$ cat config.mk
export PLATFORM = sky130hd
export DESIGN_NAME = hazardTop
export DESIGN_NICKNAME = d
export VERILOG_FILES = /design/src/hazardPkg.sv /design/src/hazardTop.sv /design/src/stallController.sv /design/src/useDecoder.sv /design/src/writerTracker.sv
export SDC_FILE = /design/constraint.sdc
export NUM_CORES = 1
export LEC_CHECK = 0
export ABC_AREA = 0
export BUFFER_PORTS_ARGS = -buffer_cell sky130_fd_sc_hd__buf_2
export CORE_ASPECT_RATIO = 0.7
export CORE_UTILIZATION = 50
export DETAILED_ROUTE_END_ITERATION = 8
export PLACE_DENSITY = 0.86
export SLEW_MARGIN = 10
export SYNTH_ARGS = -nofsm -noshare
export SYNTH_HDL_FRONTEND = slang
export SYNTH_SLANG_ARGS = --single-unit
$ cat constraint.sdc
create_clock -name clk -period 3.5 [get_ports clk]
set_clock_uncertainty 0.2 [all_clocks]
set_input_delay 0.35 -clock clk [delete_from_list [all_inputs] [get_ports clk]]
set_output_delay 0.35 -clock clk [all_outputs]
set_load 0.005 [all_outputs]
$ cat src/hazardPkg.sv
`default_nettype none

package hazardPkg;

    ////////////////////////////////////////////////////////////////////////////
    // Instruction word fields
    ////////////////////////////////////////////////////////////////////////////

    localparam int opMsb    = 31;
    localparam int opLsb    = 26;
    localparam int rsMsb    = 25;
    localparam int rsLsb    = 21;
    localparam int rtMsb    = 20;
    localparam int rtLsb    = 16;
    localparam int rdMsb    = 15;
    localparam int rdLsb    = 11;
    localparam int functMsb = 5;
    localparam int functLsb = 0;

    localparam int regNumW = 5;
    localparam int timeW   = 2;

    ////////////////////////////////////////////////////////////////////////////
    // Latencies
    ////////////////////////////////////////////////////////////////////////////

    // Tnew seen from the execute stage
    localparam logic [timeW-1:0] tnewLink = 2'd0;
    localparam logic [timeW-1:0] tnewAlu  = 2'd1;
    localparam logic [timeW-1:0] tnewLoad = 2'd2;

    // Tuse counted from decode
    localparam logic [timeW-1:0] tuseDecode = 2'd0;
    localparam logic [timeW-1:0] tuseExec   = 2'd1;
    localparam logic [timeW-1:0] tuseMem    = 2'd2;

    localparam logic [regNumW-1:0] linkReg = 5'd31;

    ////////////////////////////////////////////////////////////////////////////
    // Encodings
    ////////////////////////////////////////////////////////////////////////////

    typedef enum logic [5:0] {
        opRType = 6'h00,
        opJ     = 6'h02,
        opJal   = 6'h03,
        opBeq   = 6'h04,
        opBne   = 6'h05,
        opAddi  = 6'h08,
        opAndi  = 6'h0c,
        opOri   = 6'h0d,
        opLui   = 6'h0f,
        opLb    = 6'h20,
        opLh    = 6'h21,
        opLw    = 6'h23,
        opSb    = 6'h28,
        opSh    = 6'h29,
        opSw    = 6'h2b
    } opcodeT;

    typedef enum logic [5:0] {
        functJr      = 6'h08,
        functMfhi    = 6'h10,
        functMthi    = 6'h11,
        functMflo    = 6'h12,
        functMtlo    = 6'h13,
        functMult    = 6'h18,
        functMultu   = 6'h19,
        functDiv     = 6'h1a,
        functDivu    = 6'h1b,
        functFastdiv = 6'h1c,   // local extension, issued like div
        functAdd     = 6'h20,
        functSub     = 6'h22,
        functAnd     = 6'h24,
        functOr      = 6'h25,
        functSlt     = 6'h2a,
        functSltu    = 6'h2b
    } functT;

endpackage

`default_nettype wire

$ cat src/hazardTop.sv
`timescale 1ns/1ps
`default_nettype none

module hazardTop import hazardPkg::*; (
    input  logic        clk,
    input  logic        rstN,
    input  logic [31:0] instrD,
    input  logic        busy,
    input  logic        start,
    output logic        pcWrite,
    output logic        ifIdEn,
    output logic        idExClr,
    output logic        mduClr
);

    logic [regNumW-1:0] useRs;
    logic [regNumW-1:0] useRt;
    logic [timeW-1:0]   tuseRs;
    logic [timeW-1:0]   tuseRt;
    logic               mdAccess;
    logic               mdStart;
    logic [regNumW-1:0] newRegE;
    logic [timeW-1:0]   tnewE;
    logic [regNumW-1:0] newRegM;
    logic [timeW-1:0]   tnewM;
    logic               stall;

    useDecoder u_useDecoder (
        .instrD   (instrD),
        .useRs    (useRs),
        .useRt    (useRt),
        .tuseRs   (tuseRs),
        .tuseRt   (tuseRt),
        .mdAccess (mdAccess),
        .mdStart  (mdStart)
    );

    writerTracker u_writerTracker (
        .clk     (clk),
        .rstN    (rstN),
        .instrD  (instrD),
        .stall   (stall),
        .newRegE (newRegE),
        .tnewE   (tnewE),
        .newRegM (newRegM),
        .tnewM   (tnewM)
    );

    stallController u_stallController (
        .useRs    (useRs),
        .useRt    (useRt),
        .tuseRs   (tuseRs),
        .tuseRt   (tuseRt),
        .mdAccess (mdAccess),
        .mdStart  (mdStart),
        .newRegE  (newRegE),
        .tnewE    (tnewE),
        .newRegM  (newRegM),
        .tnewM    (tnewM),
        .busy     (busy),
        .start    (start),
        .stall    (stall),
        .pcWrite  (pcWrite),
        .ifIdEn   (ifIdEn),
        .idExClr  (idExClr),
        .mduClr   (mduClr)
    );

endmodule

`default_nettype wire

$ cat src/stallController.sv
`timescale 1ns/1ps
`default_nettype none

module stallController import hazardPkg::*; (
    input  logic [regNumW-1:0] useRs,
    input  logic [regNumW-1:0] useRt,
    input  logic [timeW-1:0]   tuseRs,
    input  logic [timeW-1:0]   tuseRt,
    input  logic               mdAccess,
    input  logic               mdStart,
    input  logic [regNumW-1:0] newRegE,
    input  logic [timeW-1:0]   tnewE,
    input  logic [regNumW-1:0] newRegM,
    input  logic [timeW-1:0]   tnewM,
    input  logic               busy,
    input  logic               start,
    output logic               stall,
    output logic               pcWrite,
    output logic               ifIdEn,
    output logic               idExClr,
    output logic               mduClr
);

    logic rsHazardE;
    logic rsHazardM;
    logic rtHazardE;
    logic rtHazardM;
    logic mdOccupied;
    logic mdStall;

    // Operand needed before the writer in that slot can forward it
    function automatic logic regHazard(
        input logic [regNumW-1:0] useReg,
        input logic [timeW-1:0]   tuse,
        input logic [regNumW-1:0] newReg,
        input logic [timeW-1:0]   tnew
    );
        return (useReg != '0) && (useReg == newReg) && (tuse < tnew);
    endfunction

    ////////////////////////////////////////////////////////////////////////////
    // Register dependences
    ////////////////////////////////////////////////////////////////////////////

    assign rsHazardE = regHazard(useRs, tuseRs, newRegE, tnewE);
    assign rsHazardM = regHazard(useRs, tuseRs, newRegM, tnewM);
    assign rtHazardE = regHazard(useRt, tuseRt, newRegE, tnewE);
    assign rtHazardM = regHazard(useRt, tuseRt, newRegM, tnewM);

    ////////////////////////////////////////////////////////////////////////////
    // Multiply/divide interlock
    ////////////////////////////////////////////////////////////////////////////

    // Start counts as busy in the cycle the unit launches
    assign mdOccupied = busy | start;
    assign mdStall    = mdAccess & mdOccupied;
    // New op is dropped instead of holding decode
    assign mduClr     = mdStart & mdOccupied;

    assign stall = rsHazardE | rsHazardM | rtHazardE | rtHazardM | mdStall;

    // Freeze fetch and decode, bubble into execute
    assign pcWrite = ~stall;
    assign ifIdEn  = ~stall;
    assign idExClr = stall;

endmodule

`default_nettype wire

$ cat src/useDecoder.sv
`timescale 1ns/1ps
`default_nettype none

module useDecoder import hazardPkg::*; (
    input  logic [31:0]        instrD,
    output logic [regNumW-1:0] useRs,
    output logic [regNumW-1:0] useRt,
    output logic [timeW-1:0]   tuseRs,
    output logic [timeW-1:0]   tuseRt,
    output logic               mdAccess,
    output logic               mdStart
);

    opcodeT             opcode;
    functT              funct;
    logic [regNumW-1:0] rs;
    logic [regNumW-1:0] rt;

    assign opcode = opcodeT'(instrD[opMsb:opLsb]);
    assign funct  = functT'(instrD[functMsb:functLsb]);
    assign rs     = instrD[rsMsb:rsLsb];
    assign rt     = instrD[rtMsb:rtLsb];

    ////////////////////////////////////////////////////////////////////////////
    // Source registers and Tuse
    ////////////////////////////////////////////////////////////////////////////

    always_comb begin
        // Nothing read unless the class says so
        useRs    = '0;
        useRt    = '0;
        tuseRs   = tuseDecode;
        tuseRt   = tuseDecode;
        mdAccess = 1'b0;
        mdStart  = 1'b0;

        case (opcode)
            opRType: begin
                case (funct)
                    functAdd, functSub, functAnd, functOr, functSlt, functSltu: begin
                        useRs  = rs;
                        useRt  = rt;
                        tuseRs = tuseExec;
                        tuseRt = tuseExec;
                    end
                    functMult, functMultu, functDiv, functDivu, functFastdiv: begin
                        useRs   = rs;
                        useRt   = rt;
                        tuseRs  = tuseExec;
                        tuseRt  = tuseExec;
                        mdStart = 1'b1;
                    end
                    functMthi, functMtlo: begin
                        useRs    = rs;
                        tuseRs   = tuseExec;
                        mdAccess = 1'b1;
                    end
                    functMfhi, functMflo: begin
                        mdAccess = 1'b1;
                    end
                    // Target needed before the jump leaves decode
                    functJr: begin
                        useRs  = rs;
                        tuseRs = tuseDecode;
                    end
                    default: begin
                        useRs = '0;
                    end
                endcase
            end

            opOri, opAddi, opAndi, opLw, opLb, opLh: begin
                useRs  = rs;
                tuseRs = tuseExec;
            end

            // Store data is only needed in memory
            opSw, opSb, opSh: begin
                useRs  = rs;
                useRt  = rt;
                tuseRs = tuseExec;
                tuseRt = tuseMem;
            end

            // Compared in decode
            opBeq, opBne: begin
                useRs  = rs;
                useRt  = rt;
                tuseRs = tuseDecode;
                tuseRt = tuseDecode;
            end

            // lui, j and jal read no register
            opLui, opJ, opJal: begin
                useRs = '0;
            end

            default: begin
                useRs = '0;
            end
        endcase
    end

endmodule

`default_nettype wire

$ cat src/writerTracker.sv
`timescale 1ns/1ps
`default_nettype none

module writerTracker import hazardPkg::*; (
    input  logic               clk,
    input  logic               rstN,
    input  logic [31:0]        instrD,
    input  logic               stall,
    output logic [regNumW-1:0] newRegE,
    output logic [timeW-1:0]   tnewE,
    output logic [regNumW-1:0] newRegM,
    output logic [timeW-1:0]   tnewM
);

    opcodeT             opcode;
    functT              funct;
    logic [regNumW-1:0] rt;
    logic [regNumW-1:0] rd;
    logic [regNumW-1:0] destD;
    logic [timeW-1:0]   tnewRaw;
    logic [timeW-1:0]   tnewD;
    logic [timeW-1:0]   tnewAged;

    assign opcode = opcodeT'(instrD[opMsb:opLsb]);
    assign funct  = functT'(instrD[functMsb:functLsb]);
    assign rt     = instrD[rtMsb:rtLsb];
    assign rd     = instrD[rdMsb:rdLsb];

    ////////////////////////////////////////////////////////////////////////////
    // Destination of the decode instruction
    ////////////////////////////////////////////////////////////////////////////

    always_comb begin
        destD   = '0;
        tnewRaw = tnewLink;

        case (opcode)
            opRType: begin
                case (funct)
                    functAdd, functSub, functAnd, functOr, functSlt, functSltu,
                    functMfhi, functMflo: begin
                        destD   = rd;
                        tnewRaw = tnewAlu;
                    end
                    default: begin
                        destD = '0;
                    end
                endcase
            end

            opOri, opAddi, opAndi, opLui: begin
                destD   = rt;
                tnewRaw = tnewAlu;
            end

            opLw, opLb, opLh: begin
                destD   = rt;
                tnewRaw = tnewLoad;
            end

            // Link address is ready as soon as the jump is decoded
            opJal: begin
                destD   = linkReg;
                tnewRaw = tnewLink;
            end

            default: begin
                destD = '0;
            end
        endcase
    end

    // A write to r0 is no write
    assign tnewD = (destD == '0) ? '0 : tnewRaw;

    // One stage closer to the result, never below zero
    assign tnewAged = (tnewE == '0) ? '0 : tnewE - 1'b1;

    ////////////////////////////////////////////////////////////////////////////
    // Execute and memory slots
    ////////////////////////////////////////////////////////////////////////////

    always_ff @(posedge clk) begin
        if (!rstN) begin
            newRegE <= '0;
            tnewE   <= '0;
            newRegM <= '0;
            tnewM   <= '0;
        end else begin
            if (stall) begin
                // Bubble into execute
                newRegE <= '0;
                tnewE   <= '0;
            end else begin
                newRegE <= destD;
                tnewE   <= tnewD;
            end
            newRegM <= newRegE;
            tnewM   <= tnewAged;
        end
    end

endmodule

`default_nettype wire
==> metrics.md <==
| Metric | Value |
|---|---|
| Status | `completed` |
| DR vias | `1515` |
| Die Footprint | `~3200 um^2` |
| Crit path kind | `input pin to primary output` |
| Clock root cell | `clkbuf_8` |
| Power per cell area | `between 200 and 300 nW/um^2` |
| Pwr Total | `439.7 uW` |
| Crit path DAT | `2.44 ns` |
| Final setup vio count | `0` |
| Most instantiated library cell after synthesis | `xor2_1` |
| Total gr overflow | `0` |
| Via density | `approximately 6` |
| Non-filler cells, final | `248` |
| # DRC | `0` |
| Syn_area_per_cell | `8.247 um^2` |
| Top_reg_cell synth | `dfxtp_1` |
| Clock power share | `36.5%` |
| Setup Fix Bufs, Post-CTS | `0` |
| RSZ-0062 raised after global routing | `no` |
| Port Buffer Count | `34` |
| Final Critical Period | `between 2 and 3 ns` |
| Worst min path class | `input pin to register` |
| CTS sink count | `14` |
| Final worst setup slack | `between 0.5 and 0.6 ns` |
| Final-stage net count | `252` |
| Final hold violations | `0` |
| Area Growth Syn to Fin | `14.92%` |
| Initial antenna violation count | `0` |
| Antenna cells | `0` |
| Clock transition at path regs | `0.06 ns` |
| Syn Inst Count | `181` |
| Hold-critical path depth | `3` |
| Largest net degree at the start of global routing | `15` |
| Ys Warns | `0` |
| TritonCTS clock tree | `built` |
| Area after DPL | `1660 um^2` |
| Critical Path Slowest Stage Cell | `nor3b_1` |
| Clock tree buffer depth | `2` |
| Synth area leaders | `dfxtp_1 19%, xor2_1 8.8%, nor4_1 3.4%` |
| Worst Path Max Fanout | `9` |
| CP Capture Type | `primary output` |
| Worst R2R Path Depth | `7` |
| # H-tree levels | `1` |
| CP required | `2.95 ns` |
| CP max stage delay | `0.41 ns` |
| Relative slew slack | `53.72%` |
| Most repeated library cell on the critical path | `buf_2` |
| Logic pwr share | `25.6%` |
| Share of cells above drive strength 1 | `26.89%` |
| Async SR Flop Fraction | `0%` |
| Static leakage | `about 0.00065 uW` |
| Post-synth EDFFs | `0` |
| WL final | `approximately 3800 um` |
| Routed Antenna Nets | `0` |
| Bufs and invs on worst path | `2` |
| CP delay by family, top | `simple AND/OR/NAND/NOR gates` |
| Post-synthesis sequential area ratio | `18.78%` |
| Vias in the first global route | `about 1200` |
| Max cap viols | `0` |
| Worst-Margin Slew | `0.6834 ns` |
| Syn Nets | `220` |
| Die Y | `around 48 um` |
| Max VDD drop | `~0.23 mV` |
| Yosys reg bits | `14` |
| Mapped cell area | `1493 um^2` |
| Startpoint Class | `input pin` |
| Initial DRC count | `125` |
| Num rows | `16` |
| Pins Over Slew Limit | `0` |
| First-pass GRT wire length | `between 5000 and 6000 um` |
| Post-CTS Resized | `0` |
| Power share of the sequential group | `a little under two fifths` |
| Drt pass-1 iters | `5` |
| Synth cell types | `65` |
| Fin crit share | `between 80% and 90%` |
| Initial Util | `52.88%` |
| Routed WL per cell | `15.17 um` |
| Dpl hpwl | `2930 um` |
| Routability Congestion | `0.8117` |
| Net Sw Frac | `29.78%` |
| List of most frequent post-synthesis cells | `15 x xor2_1, 14 x dfxtp_1, 12 x nor2_1, 8 x nand2_1, 8 x nor4_1` |
| Placed insts | `244` |
| Chip width | `~67 um` |
| Area of the core | `around 2800 um^2` |
| Fmax | `334.6 MHz` |
| Fillers | `245` |
| Critical Path Stages | `11` |
| Gr usage total | `24.96%` |
| Finished layout cell area | `roughly 1700 um^2` |
| Hold_buf cts | `0` |
| CP Cell Sequence | `buf_2 > nand2b_1 > nand3b_1 > nor3b_1 > ha_1 > nor2b_1 > nor3_1 > o2111ai_2 > nand4b_4 > or2_1 > buf_2` |
| TNS Setup | `0 ns` |
| CTS Buf Count | `3` |
| Worst-Skew Late Latency | `0.25 ns` |
| Int Pwr | `between 300 and 400 uW` |
| Switch Pwr | `130.9 uW` |
| Io pins | `40` |
| Worst Setup Slack post-DPL | `0.5345 ns` |
| Yosys top cell by area | `dfxtp_1` |
| Post-synth top area share | `18.78%` |
layout by cell type (no fill, tap or decap), types with 4 or more instances in the layout:
cell type | Yosys | routed
nand3_1 | 6 | 6
nor2b_1 | 5 | 5
nor3_1 | 7 | 7
inv_1 | 7 | 7
dfxtp_1 | 14 | 14
o21ai_0 | 4 | 4
a21oi_1 | 5 | 5
nor2_1 | 12 | 12
nor4_1 | 8 | 8
nand2_1 | 8 | 8
clkbuf_8 | 0 | 4
xor2_1 | 15 | 15
nand2b_1 | 5 | 5
and2_1 | 5 | 5
buf_2 | 2 | 34
per-stage QoR:
step	hold slack, ns	utilization [%]
global route	0.2101	60.77
floorplan	0.2133	-
global placement	0.2351	58.82
detailed placement	0.2404	58.82
finish	0.2067	60.77
CTS	0.1926	60.77
state kept, by name, summed over array words and instances, names as in the netlist:
| signal | cells |
|---|---|
| u_writerTracker.tnewM | 2 |
| u_writerTracker.newRegM | 5 |
| u_writerTracker.newRegE | 5 |
| u_writerTracker.tnewE | 2 |
power groups by stage:
| stage | logic [uW] | registers [uW] | clock network [uW] |
|---|---|---|---|
| after floorplan | 71.2 | 169 | 0 |
| after global placement | 107 | 170 | 0 |
| after detailed placement | 109 | 170 | 0 |
| after CTS | 111 | 167 | 161 |
| after global routing | 124 | 167 | 166 |
| final | 112 | 167 | 161 |
routing by layer:
layer / part of all wire, % / vias to the layer above / GRT usage (%)
li1: - / 749 / -
met1: 49 / 685 / 38.56
met2: 41 / 79 / 35.20
met3: 9.9 / 2 / 6.429
met4: 0.27 / 0 / 2.128
met5: 0 / - / 0
layout make-up:
| cell class | count | area, um^2 | share of cell area, % |
|---|---|---|---|
| Clock buffer | 4 | 55.05 | 3.209 |
| Inverter | 8 | 30.03 | 1.751 |
| Timing Repair Buffer | 35 | 177.7 | 10.36 |
| Sequential cell | 14 | 280.3 | 16.34 |
| Multi-Input combinational cell | 151 | 1127 | 65.72 |
| Tap cell | 36 | 45.04 | 2.626 |
worst reg2reg max path, cell delays in order (launching register included):
cell and delay [ns]:
dfxtp_1 0.36, inv_1 0.09, o22ai_1 0.08, a2111oi_2 0.37, nand2_1 0.15, a2111oi_4 0.42, buf_4 0.23, nor4_1 0.06
final timing paths:
check | startpoint | to | slack (ns)
worst max-delay path | instrD[26] | idExClr | 0.51
worst min register to register | u_writerTracker.tnewE[0] | u_writerTracker.tnewM[0] | 0.24
worst min-delay path | rstN | u_writerTracker.newRegE[0] | 0.21
worst max register to register | u_writerTracker.newRegE[4] | u_writerTracker.tnewE[1] | 1.42
logic make-up after synthesis:
family                     count (synthesis)  synth area share (%)
adders and majority gates                  3                 2.515
DFF                                       14                 18.78
buffers and inverters                     16                 5.700
AOI/OAI and AO/OA                         42                 23.97
muxes                                      1                0.6706
xor gates and xnor gates                  18                 10.56
and+or+nand+nor                           87                 37.80
(Power assumes the default switching activity.)
